===== src/hw/stream_fifo.sv =====
// Show-ahead synchronous FIFO; DEPTH must be 2 or more, and there is no simultaneous write when full
`timescale 1ns/1ps

module stream_fifo #(
   parameter int WIDTH = 8,
   parameter int DEPTH = 16
) (
   input  logic             clk,
   input  logic             resetn,
   input  logic [WIDTH-1:0] wr_data,
   input  logic             wr_valid,
   output logic             wr_ready,
   output logic [WIDTH-1:0] rd_data,
   output logic             rd_valid,
   input  logic             rd_ready
);

   localparam int aw = $clog2(DEPTH);
   localparam int cw = $clog2(DEPTH + 1);

   // Storage array, read asynchronously at the head
   logic [WIDTH-1:0] mem [DEPTH];
   logic [aw-1:0]    wr_ptr;
   logic [aw-1:0]    rd_ptr;
   logic [cw-1:0]    count;
   logic             do_wr;
   logic             do_rd;

   assign wr_ready = (count != cw'(DEPTH));
   assign rd_valid = (count != '0);
   assign rd_data  = mem[rd_ptr];

   assign do_wr = wr_valid && wr_ready;
   assign do_rd = rd_valid && rd_ready;

   // The array itself is written only on an accepted write
   always_ff @(posedge clk) begin
      if (do_wr) begin
         mem[wr_ptr] <= wr_data;
      end
   end

   // Pointers wrap at DEPTH-1 so any depth works, not just powers of two
   always_ff @(posedge clk) begin
      if (!resetn) begin
         wr_ptr <= '0;
         rd_ptr <= '0;
         count  <= '0;
      end else begin
         if (do_wr) begin
            wr_ptr <= (wr_ptr == aw'(DEPTH - 1)) ? '0 : wr_ptr + 1'b1;
         end
         if (do_rd) begin
            rd_ptr <= (rd_ptr == aw'(DEPTH - 1)) ? '0 : rd_ptr + 1'b1;
         end
         // A push and a pop in the same cycle leave the occupancy unchanged
         if (do_wr && !do_rd) begin
            count <= count + 1'b1;
         end else if (do_rd && !do_wr) begin
            count <= count - 1'b1;
         end
      end
   end

endmodule


===== config.mk =====
export PLATFORM = sky130hd
export DESIGN_NAME = stream_fifo
export DESIGN_NICKNAME = d
export VERILOG_FILES = /design/src/hw/stream_fifo.sv
export SDC_FILE = /design/constraint.sdc
export NUM_CORES = 1
export LEC_CHECK = 0
export ABC_AREA = 1
export BUFFER_PORTS_ARGS = -buffer_cell sky130_fd_sc_hd__buf_2
export CAP_MARGIN = 20
export CORE_MARGIN = 1.5
export CORE_UTILIZATION = 55
export DETAILED_ROUTE_END_ITERATION = 16
export PLACE_DENSITY = 0.76
export SKIP_CTS_REPAIR_TIMING = 1
export SLEW_MARGIN = 10
export SYNTH_ARGS = -nofsm -noshare
export SYNTH_HDL_FRONTEND = slang
export SYNTH_SLANG_ARGS = --single-unit

===== constraint.sdc =====
create_clock -name clk -period 3.7 [get_ports clk]
set_clock_uncertainty 0.05 [all_clocks]
set_input_delay 0.74 -clock clk [delete_from_list [all_inputs] [get_ports clk]]
set_output_delay 0.74 -clock clk [all_outputs]
set_load 0.05 [all_outputs]

==> impl_metrics.tcl <==
set metrics [dict create \
    status "finished clean" \
    drt-pass1-iter-count 5 \
    synth_cell_types 21 \
    dieArea_um2 12100 \
    wl_um 13500 \
    synth_seq_cells 145 \
    synth_top_area_cell "edfxtp_1" \
    tightest_slew_ps 974 \
    cpMostUsedCell "nand2_1" \
    cts_sinks 145 \
    initial_core_util_pct 57.4 \
    stdcell_count 793 \
    fmax_mhz 327 \
    setup_violations 0 \
    yosysWarnings 0 \
    p_per_area_nw_per_um2 694 \
    vdd_ir_drop_max_mv 0.499 \
    cp_max_fo 64 \
    tritoncts "done" \
    core_um2 11000 \
    relSlewSlack_pct 34.8 \
    die_w_um 110 \
    hold_viol_final 0 \
    track_usage_pct 24.4 \
    grt_max_degree 65 \
    grt_overflow 0 \
    worst_ep_required_time_ps 2910 \
    yosysTopAreaCellShare_pct 61.0 \
    regArea_um2 4190 \
    final_cell_mix "224 x nand2_1, 128 x edfxtp_1, 74 x nand3_1, 54 x inv_1, 50 x nor2_1" \
    end_kind "primary output" \
    grt_pass1_vias 4123 \
    crit_type "reg -> out" \
    wire_per_inst_um 17.0 \
    avgSynthCellArea_um2 10.1 \
    ctsLongestPathBuffers 2 \
    die_y_um 110 \
    synth_cells 621 \
    multiInputGateArea_um2 1740 \
    place.detailed.hpwl_um 8470 \
    cp_cell_sequence "buf_4, nand2_1, nand2_1, nand2_1, nand3_1, nand3_1, nand2_1, buf_2" \
    finalMaxSlewViolations 0 \
    maxCapViolCount 0 \
    cts_root_buffer "clkbuf_16" \
    clk_pin_slew_worst_paths_ps 60 \
    io_pins 22 \
    syn_to_final_growth_pct 12.1 \
    grt_antenna_before_repair 0 \
    gp_congestion 0.846 \
    syn_nets 643 \
    first_iter_violations 476 \
    postRouteAntennaNets 0 \
    crit_path_start_kind "register" \
    crit_slowest_cell "buf_4" \
    max_stage_delay_ps 540 \
    fin_util_pct 64.3 \
    final_common_cell "nand2_1" \
    fin_nets 662 \
    row_count 38 \
    via_count 4357 \
    drive_above_1_share_pct 10.1 \
    hp-class "reg -> reg" \
    fill_cells 840 \
    post-route-period-util_pct 82.6 \
    worstPathArrival_ps 2260 \
    grt_setup_unrepaired "no" \
    place_inst 761 \
    cts_max_level 4 \
    clkLatencyLatePin_ps 420 \
    setup-tns-final_ps 0 \
    port_buffers 21 \
    grt_pass1_wl_um 21100 \
    antennaDiodeCount 0 \
    leakagePower_nw 2.96 \
    viasPerCell 5.49 \
    final.min_clock_period_ps 3050 \
    drc_errors 0 \
    synth.area.top_cells "edfxtp_1 61%, nand2_1 13%, nand3_1 5.9%" \
    yosysSeqAreaShare_pct 66.4 \
    cts_buffers 17 \
    synth.cell_area_um2 6300 \
]
## synth_stat cells
cell type / count
dfxtp_1: 17
edfxtp_1: 128
inv_1: 54
nor2_1: 50
nand2_2: 2
fa_1: 1
clkbuf_1: 2
nand3_2: 2
inv_2: 3
xor2_1: 3
a21oi_1: 7
o21ai_1: 5
nand4_1: 2
buf_2: 16
ha_1: 9
nand3_1: 74
buf_6: 6
o21ai_0: 14
nor2_2: 1
nand2_1: 224
buf_4: 1
## power breakdown
group          switching, mW  internal, mW  total [mW]
clock                  0.661          1.04        1.70
sequential            0.0551          1.87        1.92
combinational          0.935         0.349        1.28
## per-stage QoR
step | instance area (um2) | hold slack, ps | setup WS, ps | power (mW)
finish | 7060 | 478 | 646 | 4.90
global route | 7060 | 505 | 497 | 5.14
CTS | 7060 | 474 | 664 | 4.92
detailed placement | 6460 | 465 | 1120 | 3.23
global placement | 6460 | 451 | 1160 | 3.19
floorplan | 6300 | 421 | 1380 | 2.95
## state kept, by name, indices dropped and copies added (netlist names), named ones only
register / count
mem: 128
count: 5
rd_ptr: 4
wr_ptr: 4
## layer usage
metal / part of all wire, % / global-route usage, % / wire [um] / up-vias
met5: 0 / 0 / 0 / -
met4: 1.2 / 7.05 / 168 / 0
met3: 8.4 / 6.29 / 1130 / 16
met2: 50 / 40.0 / 6690 / 177
met1: 41 / 32.4 / 5480 / 2078
li1: - / - / - / 2086
## cell type report
class                      instances  share of cell area, %
inverter                          57                   3.03
clock inverter                     9                  0.868
tap                              140                   2.48
timing repair buffer              25                   2.09
multi-input combinational        394                   24.6
sequential                       145                   59.2
clock buffer                      23                   7.67
## critical path: cells and delay by family (launching register included)
kind	cells	cell delay [ps]
buffers and inverters	2	800
DFF	1	330
and+or+nand+nor	6	680
## cells by family after synthesis
family | synth area share [%]
flip-flops | 66.4
AO/OA/AOI/OAI | 2.07
buffers and inverters | 5.98
AND/OR/NAND/NOR | 23.0
adder cells (fa/ha/maj) | 2.11
XOR/XNOR | 0.417
## final timing paths
| check | start | endpoint | slack [ps] | cells after the start |
|---|---|---|---|---|
| max | register | rd_data[1] | 650 | 8 |
| min reg2reg | rd_ptr[3] | rd_ptr[3] | 480 | 2 |
| max reg2reg | count[1] | count[3] | 1440 | 13 |
| min | rd_ptr[3] | rd_ptr[3] | 480 | 2 |
No activity file was read; power rests on OpenSTA's default activity.
