$ cat config.mk
export PLATFORM = sky130hd
export DESIGN_NAME = udp_framer
export DESIGN_NICKNAME = d
export VERILOG_FILES = /design/src/hw/udp_pkg.sv /design/src/hw/udp_framer.sv /design/src/hw/udp_header_builder.sv
export SDC_FILE = /design/constraint.sdc
export NUM_CORES = 1
export LEC_CHECK = 0
export BUFFER_PORTS_ARGS = -buffer_cell sky130_fd_sc_hd__clkbuf_2
export CORE_AREA = 5 5 405 407
export DETAILED_ROUTE_END_ITERATION = 10
export DIE_AREA = 0 0 410 412
export PLACE_DENSITY = 0.38
export SYNTH_ARGS = -nofsm -noshare
export SYNTH_HDL_FRONTEND = slang
export SYNTH_HIERARCHICAL = 1
export SYNTH_SLANG_ARGS = --single-unit
export TNS_END_PERCENT = 30
$ cat constraint.sdc
create_clock -name clk -period 35.5 [get_ports clk]
set_input_delay 1.775 -clock clk [delete_from_list [all_inputs] [get_ports clk]]
set_output_delay 1.775 -clock clk [all_outputs]
set_load 0.03 [all_outputs]
$ cat src/hw/udp_pkg.sv
// Shared sizes, header field values and framer states; assumes a fixed 64-byte beat and IPv4/UDP only
package udp_pkg;

   // ==========================================================
   // Beat and header geometry
   // ==========================================================

   // Byte lanes in one stream beat
   localparam int beat_bytes = 64;

   // Ethernet (14) + IPv4 (20) + UDP (8) header bytes
   localparam int header_bytes = 42;

   // Payload lanes left over in the beat that carries the header
   localparam int rem_bytes = beat_bytes - header_bytes;

   typedef logic [beat_bytes*8-1:0]   beat_t;
   typedef logic [beat_bytes-1:0]     keep_t;
   typedef logic [15:0]               len_t;
   typedef logic [header_bytes*8-1:0] header_t;

   // ==========================================================
   // Fixed protocol field values
   // ==========================================================
   localparam logic [15:0] eth_type     = 16'h0800;
   localparam logic [15:0] ip_ver_dsf   = 16'h4500;
   localparam logic [15:0] ip_ident     = 16'hDEAD;
   // Don't-fragment flag set, fragment offset zero
   localparam logic [15:0] ip_flags     = 16'h4000;
   // TTL of 64 with protocol 17 (UDP)
   localparam logic [15:0] ip_ttl_proto = 16'h4011;
   localparam logic [39:0] mac_prefix   = 40'hC4_00_AD_00_00;
   // Frames always go to the broadcast address
   localparam logic [47:0] dst_mac      = 48'hFFFF_FFFF_FFFF;

   // Bytes that the IPv4 total length and UDP length add on top of the payload
   localparam logic [15:0] ip_hdr_overhead  = 16'd28;
   localparam logic [15:0] udp_hdr_overhead = 16'd8;

   // Framer phases: header beat, body beats, final tail beat
   typedef enum logic [1:0] {IDLE, BODY, TAIL} framer_state_t;

endpackage

$ cat src/hw/udp_framer.sv
// Header plus shifted payload; a length must only appear once its whole packet sits in the data FIFO
`timescale 1ns/1ps

module udp_framer #(
   parameter logic [7:0]  SRC_MAC_LOW = 8'h02,
   parameter logic [31:0] SRC_IP      = 32'h0A01_0102,
   parameter logic [31:0] DST_IP      = 32'h0A01_01FF,
   parameter logic [15:0] SRC_PORT    = 16'd1000,
   parameter logic [15:0] DST_PORT    = 16'd32002
) (
   input  logic           clk,
   input  logic           resetn,
   input  udp_pkg::len_t  len_data,
   input  logic           len_valid,
   output logic           len_ready,
   input  udp_pkg::beat_t rx_data,
   input  logic           rx_last,
   input  logic           rx_valid,
   output logic           rx_ready,
   output udp_pkg::beat_t tx_data,
   output logic           tx_valid,
   output logic           tx_last,
   input  logic           tx_ready
);

   localparam int hdr_w = udp_pkg::header_bytes * 8;
   localparam int rem_w = udp_pkg::rem_bytes * 8;

   udp_pkg::framer_state_t state_q;
   udp_pkg::header_t       header;

   // Upper 42 bytes of the last popped beat, still owed to the output
   logic [hdr_w-1:0] stored_q;
   logic             tx_fire;

   udp_header_builder #(
      .SRC_MAC_LOW (SRC_MAC_LOW),
      .SRC_IP      (SRC_IP),
      .DST_IP      (DST_IP),
      .SRC_PORT    (SRC_PORT),
      .DST_PORT    (DST_PORT)
   ) header_i (
      .payload_len (len_data),
      .header      (header)
   );

   // ==========================================================
   // Output beat selection
   // ==========================================================
   always_comb begin
      tx_valid = 1'b0;
      tx_data  = '0;
      unique case (state_q)
         udp_pkg::IDLE: begin
            // Header beat needs both the length and the first data beat
            tx_valid = len_valid && rx_valid;
            tx_data  = {rx_data[rem_w-1:0], header};
         end
         udp_pkg::BODY: begin
            tx_valid = rx_valid;
            tx_data  = {rx_data[rem_w-1:0], stored_q};
         end
         udp_pkg::TAIL: begin
            // Remaining payload with zero fill above it
            tx_valid = 1'b1;
            tx_data  = {{rem_w{1'b0}}, stored_q};
         end
         default: begin
            tx_valid = 1'b0;
            tx_data  = '0;
         end
      endcase
   end

   assign tx_last = (state_q == udp_pkg::TAIL);
   assign tx_fire = tx_valid && tx_ready;

   // Nothing is popped unless the output beat that uses it is accepted
   assign len_ready = (state_q == udp_pkg::IDLE) && tx_fire;
   assign rx_ready  = (state_q != udp_pkg::TAIL) && tx_fire;

   // Keep the unsent upper lanes of each consumed beat
   always_ff @(posedge clk) begin
      if (rx_ready && rx_valid) begin
         stored_q <= rx_data[rem_w +: hdr_w];
      end
   end

   // ==========================================================
   // State sequencing
   // ==========================================================
   always_ff @(posedge clk) begin
      if (!resetn) begin
         state_q <= udp_pkg::IDLE;
      end else if (tx_fire) begin
         unique case (state_q)
            udp_pkg::IDLE: state_q <= rx_last ? udp_pkg::TAIL : udp_pkg::BODY;
            udp_pkg::BODY: begin
               if (rx_last) begin
                  state_q <= udp_pkg::TAIL;
               end
            end
            udp_pkg::TAIL: state_q <= udp_pkg::IDLE;
            default:       state_q <= udp_pkg::IDLE;
         endcase
      end
   end

endmodule

$ cat src/hw/udp_header_builder.sv
// Combinational Eth/IPv4/UDP header; no IP options, UDP checksum left at zero, carry folded once
`timescale 1ns/1ps

module udp_header_builder #(
   parameter logic [7:0]  SRC_MAC_LOW = 8'h02,
   parameter logic [31:0] SRC_IP      = 32'h0A01_0102,
   parameter logic [31:0] DST_IP      = 32'h0A01_01FF,
   parameter logic [15:0] SRC_PORT    = 16'd1000,
   parameter logic [15:0] DST_PORT    = 16'd32002
) (
   input  udp_pkg::len_t    payload_len,
   output udp_pkg::header_t header
);

   // UDP checksum is optional over IPv4 and is sent as zero
   localparam logic [15:0] udp_csum = 16'h0000;

   logic [15:0]      ip_total_len;
   logic [15:0]      udp_len;
   logic [31:0]      csum_sum;
   logic [15:0]      csum_fold;
   logic [15:0]      ip_csum;
   udp_pkg::header_t hdr_be;

   assign ip_total_len = payload_len + udp_pkg::ip_hdr_overhead;
   assign udp_len      = payload_len + udp_pkg::udp_hdr_overhead;

   // ==========================================================
   // IPv4 header checksum over the nine non-checksum words
   // ==========================================================
   assign csum_sum = 32'(udp_pkg::ip_ver_dsf) + 32'(ip_total_len)
                   + 32'(udp_pkg::ip_ident) + 32'(udp_pkg::ip_flags)
                   + 32'(udp_pkg::ip_ttl_proto)
                   + 32'(SRC_IP[31:16]) + 32'(SRC_IP[15:0])
                   + 32'(DST_IP[31:16]) + 32'(DST_IP[15:0]);

   // Nine 16-bit words cannot carry far, one fold is enough for these field values
   assign csum_fold = csum_sum[15:0] + csum_sum[31:16];
   assign ip_csum   = ~csum_fold;

   // Header as it reads on the wire, first byte in the top bits
   assign hdr_be = {
      udp_pkg::dst_mac,
      udp_pkg::mac_prefix, SRC_MAC_LOW,
      udp_pkg::eth_type,
      udp_pkg::ip_ver_dsf, ip_total_len,
      udp_pkg::ip_ident, udp_pkg::ip_flags,
      udp_pkg::ip_ttl_proto, ip_csum,
      SRC_IP, DST_IP,
      SRC_PORT, DST_PORT,
      udp_len, udp_csum
   };

   // The stream sends lane 0 first, so the byte order is reversed here
   for (genvar i = 0; i < udp_pkg::header_bytes; i++) begin : g_swap
      assign header[i*8 +: 8] = hdr_be[(udp_pkg::header_bytes - 1 - i)*8 +: 8];
   end

endmodule

==> results.py <==
metrics = {
    "global_routing": {
        "antenna_found_initial": 23,
        "first_global_vias": 18200,
        "gr-total-overflow": 0,
        "grt_pass1_wl_um": 143000,
        "grt_max_degree": 151,
        "grt_usage_pct": 11.8,
    },
    "placement": {
        "place_congestion": 0.883,
        "hpwlAfterDp_um": 83400,
        "portBuffers": 1049,
    },
    "finish": {
        "area_growth_pct": 28.6,
        "fillers": 17500,
        "nets": 3408,
        "seqCellArea_um2": 10100,
        "multi_input_area_um2": 12200,
        "drive_gt1_share_pct": 50.9,
    },
    "timing": {
        "fin_crit_ps": 10130,
        "finalHoldViolCount": 0,
        "tightestPinTransition_ps": 1040,
        "skew_ps": 35.9,
        "setup_viol": 0,
        "final_max_slew_viol_count": 0,
        "whs_ps": 702,
        "post-route-period-util_pct": 28.5,
        "setup_tns_ps": 0,
        "fmax_ghz": 0.0987,
        "grt_setup_unrepaired": "no",
        "slew_headroom_pct": 30.8,
    },
    "setup_path": {
        "startpoint": "len_data[2]",
        "crit_type": "primary input to primary output",
        "slowest_delay_ps": 710,
        "end_kind": "primary output",
        "crit_fanout": 10,
        "timing.critical_path.to": "tx_data[196]",
        "rr_startpoint": "state_q[0]",
        "path_cells": "clkbuf_2 > inv_1 > ha_1 > nor2b_1 > nor2_1 > o311ai_2 > a31oi_1 > xnor2_2 > nand4_1 > and3_1 > nand2_1 > o21ai_0 > a221oi_1 > ha_1 > fa_1 > a21o_1 > nand2_1 > or3b_1 > nor3_1 > nand4_1 > xnor2_1 > mux2i_1 > o2bb2ai_2 > clkbuf_2",
        "worst_ep_required_time_ps": 33720,
        "start_kind": "primary input",
        "reg2reg_depth": 6,
        "rr_endpoint": "stored_q[229]",
        "rrSetupSlack_ps": 30960,
        "cp_data_arrival_time_ps": 8360,
        "cpMaxStageDelayCell": "xnor2_1",
    },
    "flow_run": {
        "cap_violations": 0,
    },
    "clock_tree": {
        "cts_setup_buffers": 0,
        "cts.sinks": 338,
        "cts_hold_buf": 0,
        "ctsRootBufferMaster": "clkbuf_16",
        "cts_tree": "yes",
        "clkTransAtPathRegs_ps": 60,
        "cts.path.max_buffers": 3,
        "ctsHtreeMaxLevel": 2,
        "cts_resized": 0,
        "clock_latency_ps": 620,
        "numCtsBuffers": 48,
    },
    "synth": {
        "synth_top_area_share_pct": 40.5,
        "synth.cell_area_um2": 24900,
        "synth_area_leaders": "edfxtp_1 41%, o2bb2ai_2 18%, mux2i_1 14%",
        "synth_edf_count": 336,
        "synthArstFlopShare_pct": 0,
        "synth_largest_area_cell": "edfxtp_1",
        "yosys_most_used_dff": "edfxtp_1",
        "seq_area_frac_synth_pct": 40.7,
        "synth_cell_types": 82,
        "syn_inst": 1885,
        "ys_ff_latch": 338,
        "avgSynthCellArea_um2": 13.2,
        "yosys_warnings": 6,
    },
    "floorplanning": {
        "die_area_um2": 169000,
        "ios": 1050,
        "dieHeight_um": 412,
        "start_util_pct": 15.6,
        "die_w_um": 410,
        "num_rows": 147,
        "core_area_um2": 160000,
    },
    "detailed_routing": {
        "drc": 0,
        "vias": 17900,
        "first_iter_violations": 672,
        "routedWlPerCell_um": 21.1,
        "drt_pre_antenna_iters": 5,
        "finalWirelength_um": 106000,
        "viasPerCell": 3.57,
        "antenna_left": 0,
    },
    "hold_path": {
        "holdPathStages": 2,
        "hp-class": "flip-flop to flip-flop",
    },
    "run_status": {
        "outcome": "complete, no violations",
    },
    "pwr": {
        "p_leak_uw": 0.0125,
        "power.density_nw_per_um2": 40.4,
        "ir_worst_vdd_uv": 31.8,
    },
}
==> power breakdown <==
group | switching [uW] | internal [uW] | total (uW)
logic | 258 | 118 | 376
clock network | 198 | 253 | 450
registers | 10.1 | 456 | 466
total | 466 | 827 | 1290
==> flip-flops by register name (all words and copies together) (netlist names) <==
name,cells
stored_q,336
state_q,2
==> kinds of logic after synthesis <==
logic type / share of synthesized area (%)
buffers and inverters: 14.5
XOR/XNOR: 2.35
adder cells (fa/ha/maj): 0.583
AO/OA/AOI/OAI: 21.3
flip-flops: 40.7
multiplexers: 13.5
AND/OR/NAND/NOR: 7.02
other: 0.0301
==> critical path, delay by kind of cell <==
family,cells,cell delay [ps]
simple gates,9,2360
mux,1,180
xor+xnor,2,1080
compound gates,6,1580
buf+inv,3,570
fa+ha+maj,3,800
==> cell usage in the layout (no fill, tap or decap), types with 19 or more instances in the layout <==
master,netlist,final
mux2i_1,336,336
xnor2_1,33,33
conb_1,2,289
o2bb2ai_2,300,300
clkbuf_2,0,1049
buf_4,328,27
edfxtp_1,336,336
clkbuf_16,0,49
nor2b_1,179,179
nor2_1,19,19
o2bb2ai_1,37,37
==> cell usage after synthesis, types with 3 or more instances <==
cell	number
and3_1	3
nand4_1	5
nor3_1	13
o21ai_1	4
o2bb2ai_2	300
clkbuf_1	20
buf_6	9
buf_2	46
o21ai_0	10
inv_1	16
nor4_1	4
nor2b_1	179
nand2_1	16
mux2i_1	336
nand3b_1	3
xnor2_1	33
and2_1	3
ha_1	10
a21oi_1	11
a21bo_2	3
nand3_1	11
a31oi_1	4
edfxtp_1	336
nor2_1	19
nand2b_1	8
or3_1	3
buf_4	328
buf_12	33
o2bb2ai_1	37
xor2_1	15
inv_2	4
xnor2_2	6
o22ai_1	3
==> metal layers <==
layer	vias to the layer above	wire, um	GRT usage [%]
li1	8514	-	-
met1	8595	38800	12.6
met2	630	55300	21.8
met3	107	7400	3.37
met4	12	4020	4.51
met5	-	75	0
==> area by class of cell <==
type	instances	share of cell area, %
Clock inverter	27	0.418
Sequential cell	338	31.7
Clock buffer	63	3.99
Multi-Input combinational cell	1376	38.3
Antenna cell	16	0.125
Tap cell	2086	8.15
Timing Repair Buffer	1078	17.2
Inverter	21	0.246
==> through the flow <==
stage	area, um2	utilization [%]	setup slack, ps	total power [uW]	std cells
2_1_floorplan	26000	-	9620	749	2172
3_3_place_gp	30600	19.1	25170	860	4899
3_5_place_dp	30600	19.1	25240	859	4899
4_1_cts	32000	20.0	25240	1330	4989
5_1_grt	32000	20.0	24800	1360	5003
6_report	32000	20.0	25370	1290	5005
==> worst min-delay path by stage <==
| stage | end | slack [ps] | from |
|---|---|---|---|
| floorplan | state_q[1] | 600 | state_q[1] |
| CTS | state_q[1] | 730 | state_q[0] |
| finish | state_q[1] | 700 | state_q[0] |
| detailed placement | state_q[1] | 740 | state_q[0] |
| global route | state_q[1] | 750 | state_q[0] |
| global placement | state_q[1] | 740 | state_q[0] |
Power figures use the tool's default switching activity.
