--- src/hw/udp_pkg.sv ---
// Shared sizes, header field values and framer states; assumes a fixed 64-byte beat and IPv4/UDP only
package udp_pkg;

   // ==========================================================
   // Beat and header geometry
   // ==========================================================

   // Byte lanes in one stream beat
   localparam int beat_bytes = 64;

   // Ethernet (14) + IPv4 (20) + UDP (8) header bytes
   localparam int header_bytes = 42;

   // Payload lanes left over in the beat that carries the header
   localparam int rem_bytes = beat_bytes - header_bytes;

   typedef logic [beat_bytes*8-1:0]   beat_t;
   typedef logic [beat_bytes-1:0]     keep_t;
   typedef logic [15:0]               len_t;
   typedef logic [header_bytes*8-1:0] header_t;

   // ==========================================================
   // Fixed protocol field values
   // ==========================================================
   localparam logic [15:0] eth_type     = 16'h0800;
   localparam logic [15:0] ip_ver_dsf   = 16'h4500;
   localparam logic [15:0] ip_ident     = 16'hDEAD;
   // Don't-fragment flag set, fragment offset zero
   localparam logic [15:0] ip_flags     = 16'h4000;
   // TTL of 64 with protocol 17 (UDP)
   localparam logic [15:0] ip_ttl_proto = 16'h4011;
   localparam logic [39:0] mac_prefix   = 40'hC4_00_AD_00_00;
   // Frames always go to the broadcast address
   localparam logic [47:0] dst_mac      = 48'hFFFF_FFFF_FFFF;

   // Bytes that the IPv4 total length and UDP length add on top of the payload
   localparam logic [15:0] ip_hdr_overhead  = 16'd28;
   localparam logic [15:0] udp_hdr_overhead = 16'd8;

   // Framer phases: header beat, body beats, final tail beat
   typedef enum logic [1:0] {IDLE, BODY, TAIL} framer_state_t;

endpackage

--- src/hw/packet_length_counter.sv ---
// Sums tkeep bits per packet; expects a byte-packed stream where only the last beat may be partial
`timescale 1ns/1ps

module packet_length_counter (
   input  logic            clk,
   input  logic            resetn,
   input  udp_pkg::keep_t  keep,
   input  logic            beat_ok,
   input  logic            last,
   output udp_pkg::len_t   total,
   output logic            total_valid
);

   localparam int cnt_w = $clog2(udp_pkg::beat_bytes + 1);

   // Bytes carried by the current beat
   logic [cnt_w-1:0] beat_count;

   // Bytes of the packet accepted before the current beat
   udp_pkg::len_t run_sum;

   // ==========================================================
   // Population count of the keep bits
   // ==========================================================
   always_comb begin
      beat_count = '0;
      for (int i = 0; i < udp_pkg::beat_bytes; i++) begin
         beat_count = beat_count + cnt_w'(keep[i]);
      end
   end

   // The total includes the current beat, so it is ready on the last beat itself
   assign total       = run_sum + udp_pkg::len_t'(beat_count);
   assign total_valid = beat_ok && last;

   // Running sum restarts on every last beat
   always_ff @(posedge clk) begin
      if (!resetn) begin
         run_sum <= '0;
      end else if (beat_ok) begin
         if (last) begin
            run_sum <= '0;
         end else begin
            run_sum <= total;
         end
      end
   end

endmodule

--- config.mk ---
export PLATFORM = sky130hd
export DESIGN_NAME = packet_length_counter
export DESIGN_NICKNAME = d
export VERILOG_FILES = /design/src/hw/udp_pkg.sv /design/src/hw/packet_length_counter.sv
export SDC_FILE = /design/constraint.sdc
export NUM_CORES = 1
export LEC_CHECK = 0
export ABC_CLOCK_PERIOD_IN_PS = 21600
export BUFFER_PORTS_ARGS = -buffer_cell sky130_fd_sc_hd__buf_2
export CAP_MARGIN = 30
export CORE_MARGIN = 4
export CORE_UTILIZATION = 59
export CTS_BUF_LIST = sky130_fd_sc_hd__clkbuf_8
export CTS_CLUSTER_DIAMETER = 80
export DETAILED_ROUTE_END_ITERATION = 12
export GPL_ROUTABILITY_DRIVEN = 0
export PLACE_DENSITY = 0.89
export SLEW_MARGIN = 10
export SYNTH_ARGS = -nofsm -noshare
export SYNTH_HDL_FRONTEND = slang
export SYNTH_SLANG_ARGS = --single-unit
--- constraint.sdc ---
create_clock -name clk -period 21.6 [get_ports clk]
set_clock_uncertainty 0.15 [all_clocks]
set_input_delay 2.16 -clock clk [delete_from_list [all_inputs] [get_ports clk]]
set_output_delay 2.16 -clock clk [all_outputs]
set_load 0.02 [all_outputs]
==> flow_summary.yaml, run 1 <==
clocking:
  cts.reportedPaths.clkPinSlew_ps: 60
  cts_buffers: 3
  ctsResizeCount: 0
  cts.hold.buffers_added: 0
  cts_root_buf: "clkbuf_8"
  clockBufferDepth: 2
  cts_sinks: 16
  clk_latency_ps: 260
  cts_max_level: 1
  cts_tree: "yes"
  post_cts.repair.setup_buffers: 0
final_layout:
  largest_reg_flops: 16
  nNetsFinal: 561
  syn2layout_area_growth_pct: 17.6
  final_cell_mix: "inv_1 (95), buf_2 (84), fa_1 (56)"
  top_regs: "run_sum (16)"
  final_common_cell: "inv_1"
  drive_above_1_share_pct: 22.8
  antenna_cells: 0
  top_register: "run_sum"
die:
  die_w_um: 79.2
  core.rowCount: 25
  core_area_mm2: 0.00482
  die_height_um: 79.2
  die_area_mm2: 0.00627
  ioPinCount: 85
  start_util_pct: 62.1
setup_path:
  ff2ff_setup_slack_ps: 15600
  worstSetupPathType: "input port to output pin"
  reg2reg_to: "run_sum[14]$_SDFFE_PN0P_"
  required_ps: 19290
  ff2ff_path_depth: 16
  cp_common_cell: "fa_1"
  endpoint_kind: "output pin"
  path_cells: "buf_2, inv_1, fa_1, inv_1, fa_1, fa_1, inv_1, fa_1, inv_1, fa_1, fa_1, fa_1, inv_1, fa_1, inv_1, fa_1, a211oi_2, nor3_4, o221ai_2, nor2_1, xnor2_1, buf_2"
  r2r_start: "run_sum[0]$_SDFFE_PN0P_"
  crit_slowest_cell: "fa_1"
  max_stage_delay_ps: 550
  crit_path_start_kind: "input port"
  worstPathArrival_ps: 8290
  cp_max_fo: 5
synth:
  synth_cell_type_count: 46
  synth_edf_count: 0
  syn-cell-area_mm2: 0.00299
  syn_avg_cell_area_um2: 9.23
  yosysWarnings: 0
  yosys.area_share.simple_pct: 11.8
  muxShareOfSynthArea_pct: 0
  yosysSeqAreaShare_pct: 10.7
  synth_xor_area_share_pct: 3.22
  synth-compound-area-share_pct: 12.0
  syn-num-nets: 476
  async_flop_share_pct: 0
  synth.ff_latch_count: 16
  synthAdderAreaFrac_pct: 49.2
  postSynthCellCount: 324
  synth_top_family_by_area: "adder cells"
  synthFlopType: "dfxtp_1"
timing:
  period_share_pct: 49.1
  fin_setup_tns_ps: 0
  setup_viol: 0
  slew_headroom_pct: 63.6
  hold_viol_final: 0
  drv_slew: 0
  fmax_mhz: 94.3
  worst_pin_slew_ps: 543
  min_period_ps: 10600
  rsz0062_at_grt: "no"
min_path:
  hold_start: "run_sum[3]$_SDFFE_PN0P_"
  hold_path_class: "register to register"
  hold_end: "run_sum[3]$_SDFFE_PN0P_"
  min_delay_path_depth: 2
drt:
  wl_per_cell_um: 13.4
  final_antenna_net_count: 0
  drt_iter0_drc: 135
  dr.pass1.iters: 6
  num_vias: 2506
  viasPerCell: 5.28
  route.detailed.drc: 0
  wl_um: 6370
outcome:
  status: "complete, no violations"
grt:
  grt_pass1_wl_um: 10600
  top_usage_layer: "met2"
  met2_usage_pct: 38.8
  grtUsageMet1_pct: 26.2
  grt_max_degree: 28
  grt_use_met3_pct: 2.95
  overflow: 0
  track_usage_pct: 21.2
  grt_pass1_vias: 2479
  antenna_found_initial: 0
placed_design:
  hpwlAfterDp_um: 5630
  port_buffers: 84
run:
  drv_cap: 0
critical path: cells and delay by family:
kind	cells	cell delay [ps]
buffers and inverters	8	600
and+or+nand+nor	2	210
xor gates and xnor gates	1	130
AOI/OAI and AO/OA	2	630
adders and majority gates	9	4550
synthesized netlist by cell type (3+ instances only):
cell	count	area (um2)
a21o_1	3	22.5
a21oi_1	7	35.0
and2_1	6	37.5
and3_1	3	18.8
dfxtp_1	16	320
fa_1	56	1120
ha_1	28	350
inv_1	95	357
nand2_1	12	45.0
nand3_1	9	45.0
nand4_1	3	18.8
nor2_1	14	52.6
nor2b_1	7	43.8
nor3_1	5	25.0
o211ai_1	3	22.5
o21a_1	4	30.0
o21ai_0	5	25.0
or3_1	3	18.8
xnor2_1	9	78.8
how the worst max path moves through the flow:
stage	endpoint	cells after the start	from
2_1_floorplan	total[14]	20	keep[35]
6_report	total[14]	22	keep[35]
5_1_grt	total[14]	22	keep[35]
3_3_place_gp	total[14]	22	keep[35]
4_1_cts	total[14]	22	keep[35]
3_5_place_dp	total[14]	22	keep[35]
final cells by class:
class | count | area [um2]
multi-input cells | 209 | 2280
fillers | 363 | 1300
repair buffers | 84 | 420
inverters | 95 | 357
flip-flops and latches | 16 | 320
well taps | 67 | 83.8
clock buffers | 4 | 55.1
cells by family (layout without fill, tap and decap cells):
| logic type | Yosys count | in the layout |
|---|---|---|
| AO/OA/AOI/OAI | 47 | 47 |
| adder cells (fa/ha/maj) | 84 | 84 |
| buffers and inverters | 99 | 183 |
| XOR/XNOR | 11 | 11 |
| AND/OR/NAND/NOR | 67 | 67 |
| flip-flops | 16 | 16 |
layer usage:
layer | up-vias | share of wire [%]
met3 | 12 | 6.6
met1 | 1215 | 38
li1 | 1189 | -
met4 | 0 | 1.5
met2 | 90 | 54
met5 | - | 0
metrics by stage:
stage | utilization (%) | instances | worst slack (ps) | instance area, um2 | hold slack, ps
floorplan | - | 324 | 11240 | 2990 | 303
global placement | 71.8 | 471 | 11090 | 3460 | 318
detailed placement | 71.8 | 471 | 10970 | 3460 | 348
CTS | 73.0 | 475 | 10970 | 3520 | 357
global route | 73.0 | 475 | 10710 | 3520 | 390
finish | 73.0 | 475 | 11000 | 3520 | 351
Power of run 1 is not shown: default switching activity piles up to over one toggle a cycle in this logic, so the estimate is an artifact.
==> run 2: changes to the inputs <==
--- a/config.mk
+++ b/config.mk
@@ -5,16 +5,16 @@
 export SDC_FILE = /design/constraint.sdc
 export NUM_CORES = 1
 export LEC_CHECK = 0
-export ABC_CLOCK_PERIOD_IN_PS = 21600
+export ABC_CLOCK_PERIOD_IN_PS = 9420
 export BUFFER_PORTS_ARGS = -buffer_cell sky130_fd_sc_hd__buf_2
 export CAP_MARGIN = 30
 export CORE_MARGIN = 4
-export CORE_UTILIZATION = 59
+export CORE_UTILIZATION = 50
 export CTS_BUF_LIST = sky130_fd_sc_hd__clkbuf_8
 export CTS_CLUSTER_DIAMETER = 80
 export DETAILED_ROUTE_END_ITERATION = 12
 export GPL_ROUTABILITY_DRIVEN = 0
-export PLACE_DENSITY = 0.89
+export PLACE_DENSITY = 0.8
 export SLEW_MARGIN = 10
 export SYNTH_ARGS = -nofsm -noshare
 export SYNTH_HDL_FRONTEND = slang
==> constraint.sdc (replaced) <==
create_clock -name clk -period 9.42 [get_ports clk]
set_clock_uncertainty 0.15 [all_clocks]
set_input_delay 0.942 -clock clk [delete_from_list [all_inputs] [get_ports clk]]
set_output_delay 0.942 -clock clk [all_outputs]
set_load 0.02 [all_outputs]
==> run 2 against run 1 <==
Critical path depth stayed put; cell count rose by 1.1%; first-iteration DRC count down 18%; via count fell by 1.7%; clock-buffer cell count did not move; global-route usage is 2.9 points lower; hold slack got worse by 18 ps; setup slack worse by 9700 ps; final area increased by 0.18%; sequential share of layout area barely moved; critical endpoint unchanged.
==> flow_summary.yaml, run 2 (synthesized netlist as in run 1, its figures left out) <==
die:
  die_w_um: 85.3
  core.rowCount: 27
  ioPinCount: 85
  core_area_mm2: 0.00564
  start_util_pct: 53.0
  die_height_um: 85.3
  die_area_mm2: 0.00728
grt:
  grt_pass1_wl_um: 10900
  antenna_found_initial: 0
  grt_pass1_vias: 2532
  grt_max_degree: 28
  track_usage_pct: 18.3
  overflow: 0
timing:
  fin_setup_tns_ps: 0
  rsz0062_at_grt: "no"
  hold_viol_final: 0
  period_share_pct: 86.3
  fmax_mhz: 123
  slew_headroom_pct: 62.8
  setup_viol: 0
  drv_slew: 0
  min_period_ps: 8130
  worst_pin_slew_ps: 556
setup_path:
  path_cells: "buf_2, inv_1, fa_1, inv_1, fa_1, fa_1, inv_1, fa_1, inv_1, fa_1, fa_1, fa_1, inv_1, fa_1, inv_1, fa_1, a211oi_2, nor3_4, o221ai_2, nor2_1, xnor2_1, buf_2"
  worstSetupPathType: "input port to output pin"
  cp_max_fo: 5
  crit_path_start_kind: "input port"
  max_stage_delay_ps: 540
  crit_slowest_cell: "fa_1"
  ff2ff_setup_slack_ps: 3370
  endpoint_kind: "output pin"
  worstPathArrival_ps: 7040
  required_ps: 8330
  cp_common_cell: "fa_1"
final_layout:
  stdcell_count: 480
  antenna_cells: 0
  largest_reg_flops: 16
  drive_above_1_share_pct: 22.8
  nNetsFinal: 561
  final_cell_mix: "inv_1 (95), buf_2 (84), fa_1 (56)"
  final_common_cell: "inv_1"
  top_regs: "run_sum (16)"
  finish.utilization_pct: 62.4
  syn2layout_area_growth_pct: 17.8
  top_register: "run_sum"
drt:
  route.detailed.drc: 0
  wl_per_cell_um: 13.4
  dr.pass1.iters: 4
  viasPerCell: 5.13
  num_vias: 2463
  final_antenna_net_count: 0
  wl_um: 6430
  drt_iter0_drc: 111
run:
  drv_cap: 0
clocking:
  cts_buffers: 3
  cts.reportedPaths.clkPinSlew_ps: 60
  post_cts.repair.setup_buffers: 0
  cts_sinks: 16
  cts_root_buf: "clkbuf_8"
  clk_latency_ps: 260
  clockBufferDepth: 2
  ctsResizeCount: 0
  cts.hold.buffers_added: 0
  cts_max_level: 1
  cts_tree: "yes"
placed_design:
  placed_cells: 476
  port_buffers: 84
  hpwlAfterDp_um: 5680
min_path:
  hold_path_class: "register to register"
outcome:
  status: "complete, no violations"
[run 2: cell counts in the layout (fill, tap and decap cells not counted)]
Identical to the previous run, type by type.
[run 2: layout make-up]
class | instances | area, um2
Sequential cell | 16 | 320
Tap cell | 72 | 90.1
Inverter | 95 | 357
Timing Repair Buffer | 84 | 420
Clock buffer | 4 | 55.1
Multi-Input combinational cell | 209 | 2280
Fill cell | 482 | 2120
[run 2: through the flow]
step,setup slack (ps),cell area [um2],hold slack (ps)
after floorplan,1500,2990,303
after global placement,1330,3470,316
after detailed placement,1240,3470,323
after CTS,1260,3520,334
after global routing,990,3520,368
final,1290,3520,333
[run 2: worst paths after layout]
| path | depth (start not counted) | to | start |
|---|---|---|---|
| min | 2 | run_sum[3]$_SDFFE_PN0P_ | run_sum[3]$_SDFFE_PN0P_ |
| max reg2reg | 16 | run_sum[14]$_SDFFE_PN0P_ | run_sum[0]$_SDFFE_PN0P_ |
| max | 22 | total[14] | keep[35] |
| min reg2reg | 2 | run_sum[3]$_SDFFE_PN0P_ | run_sum[3]$_SDFFE_PN0P_ |
[run 2: routing by layer]
layer	track usage (%)	up-vias	wire (um)
li1	-	1191	-
met1	22.0	1172	2510
met2	33.6	90	3400
met3	3.30	10	459
met4	4.32	0	72
met5	0	-	0
[run 2: critical path: cells and delay by family]
family | cells | cell delay [ps]
adder cells (fa/ha/maj) | 9 | 4500
AO/OA/AOI/OAI | 2 | 650
XOR/XNOR | 1 | 160
AND/OR/NAND/NOR | 2 | 210
buffers and inverters | 8 | 560
Power of run 2 is left out for the same reason.
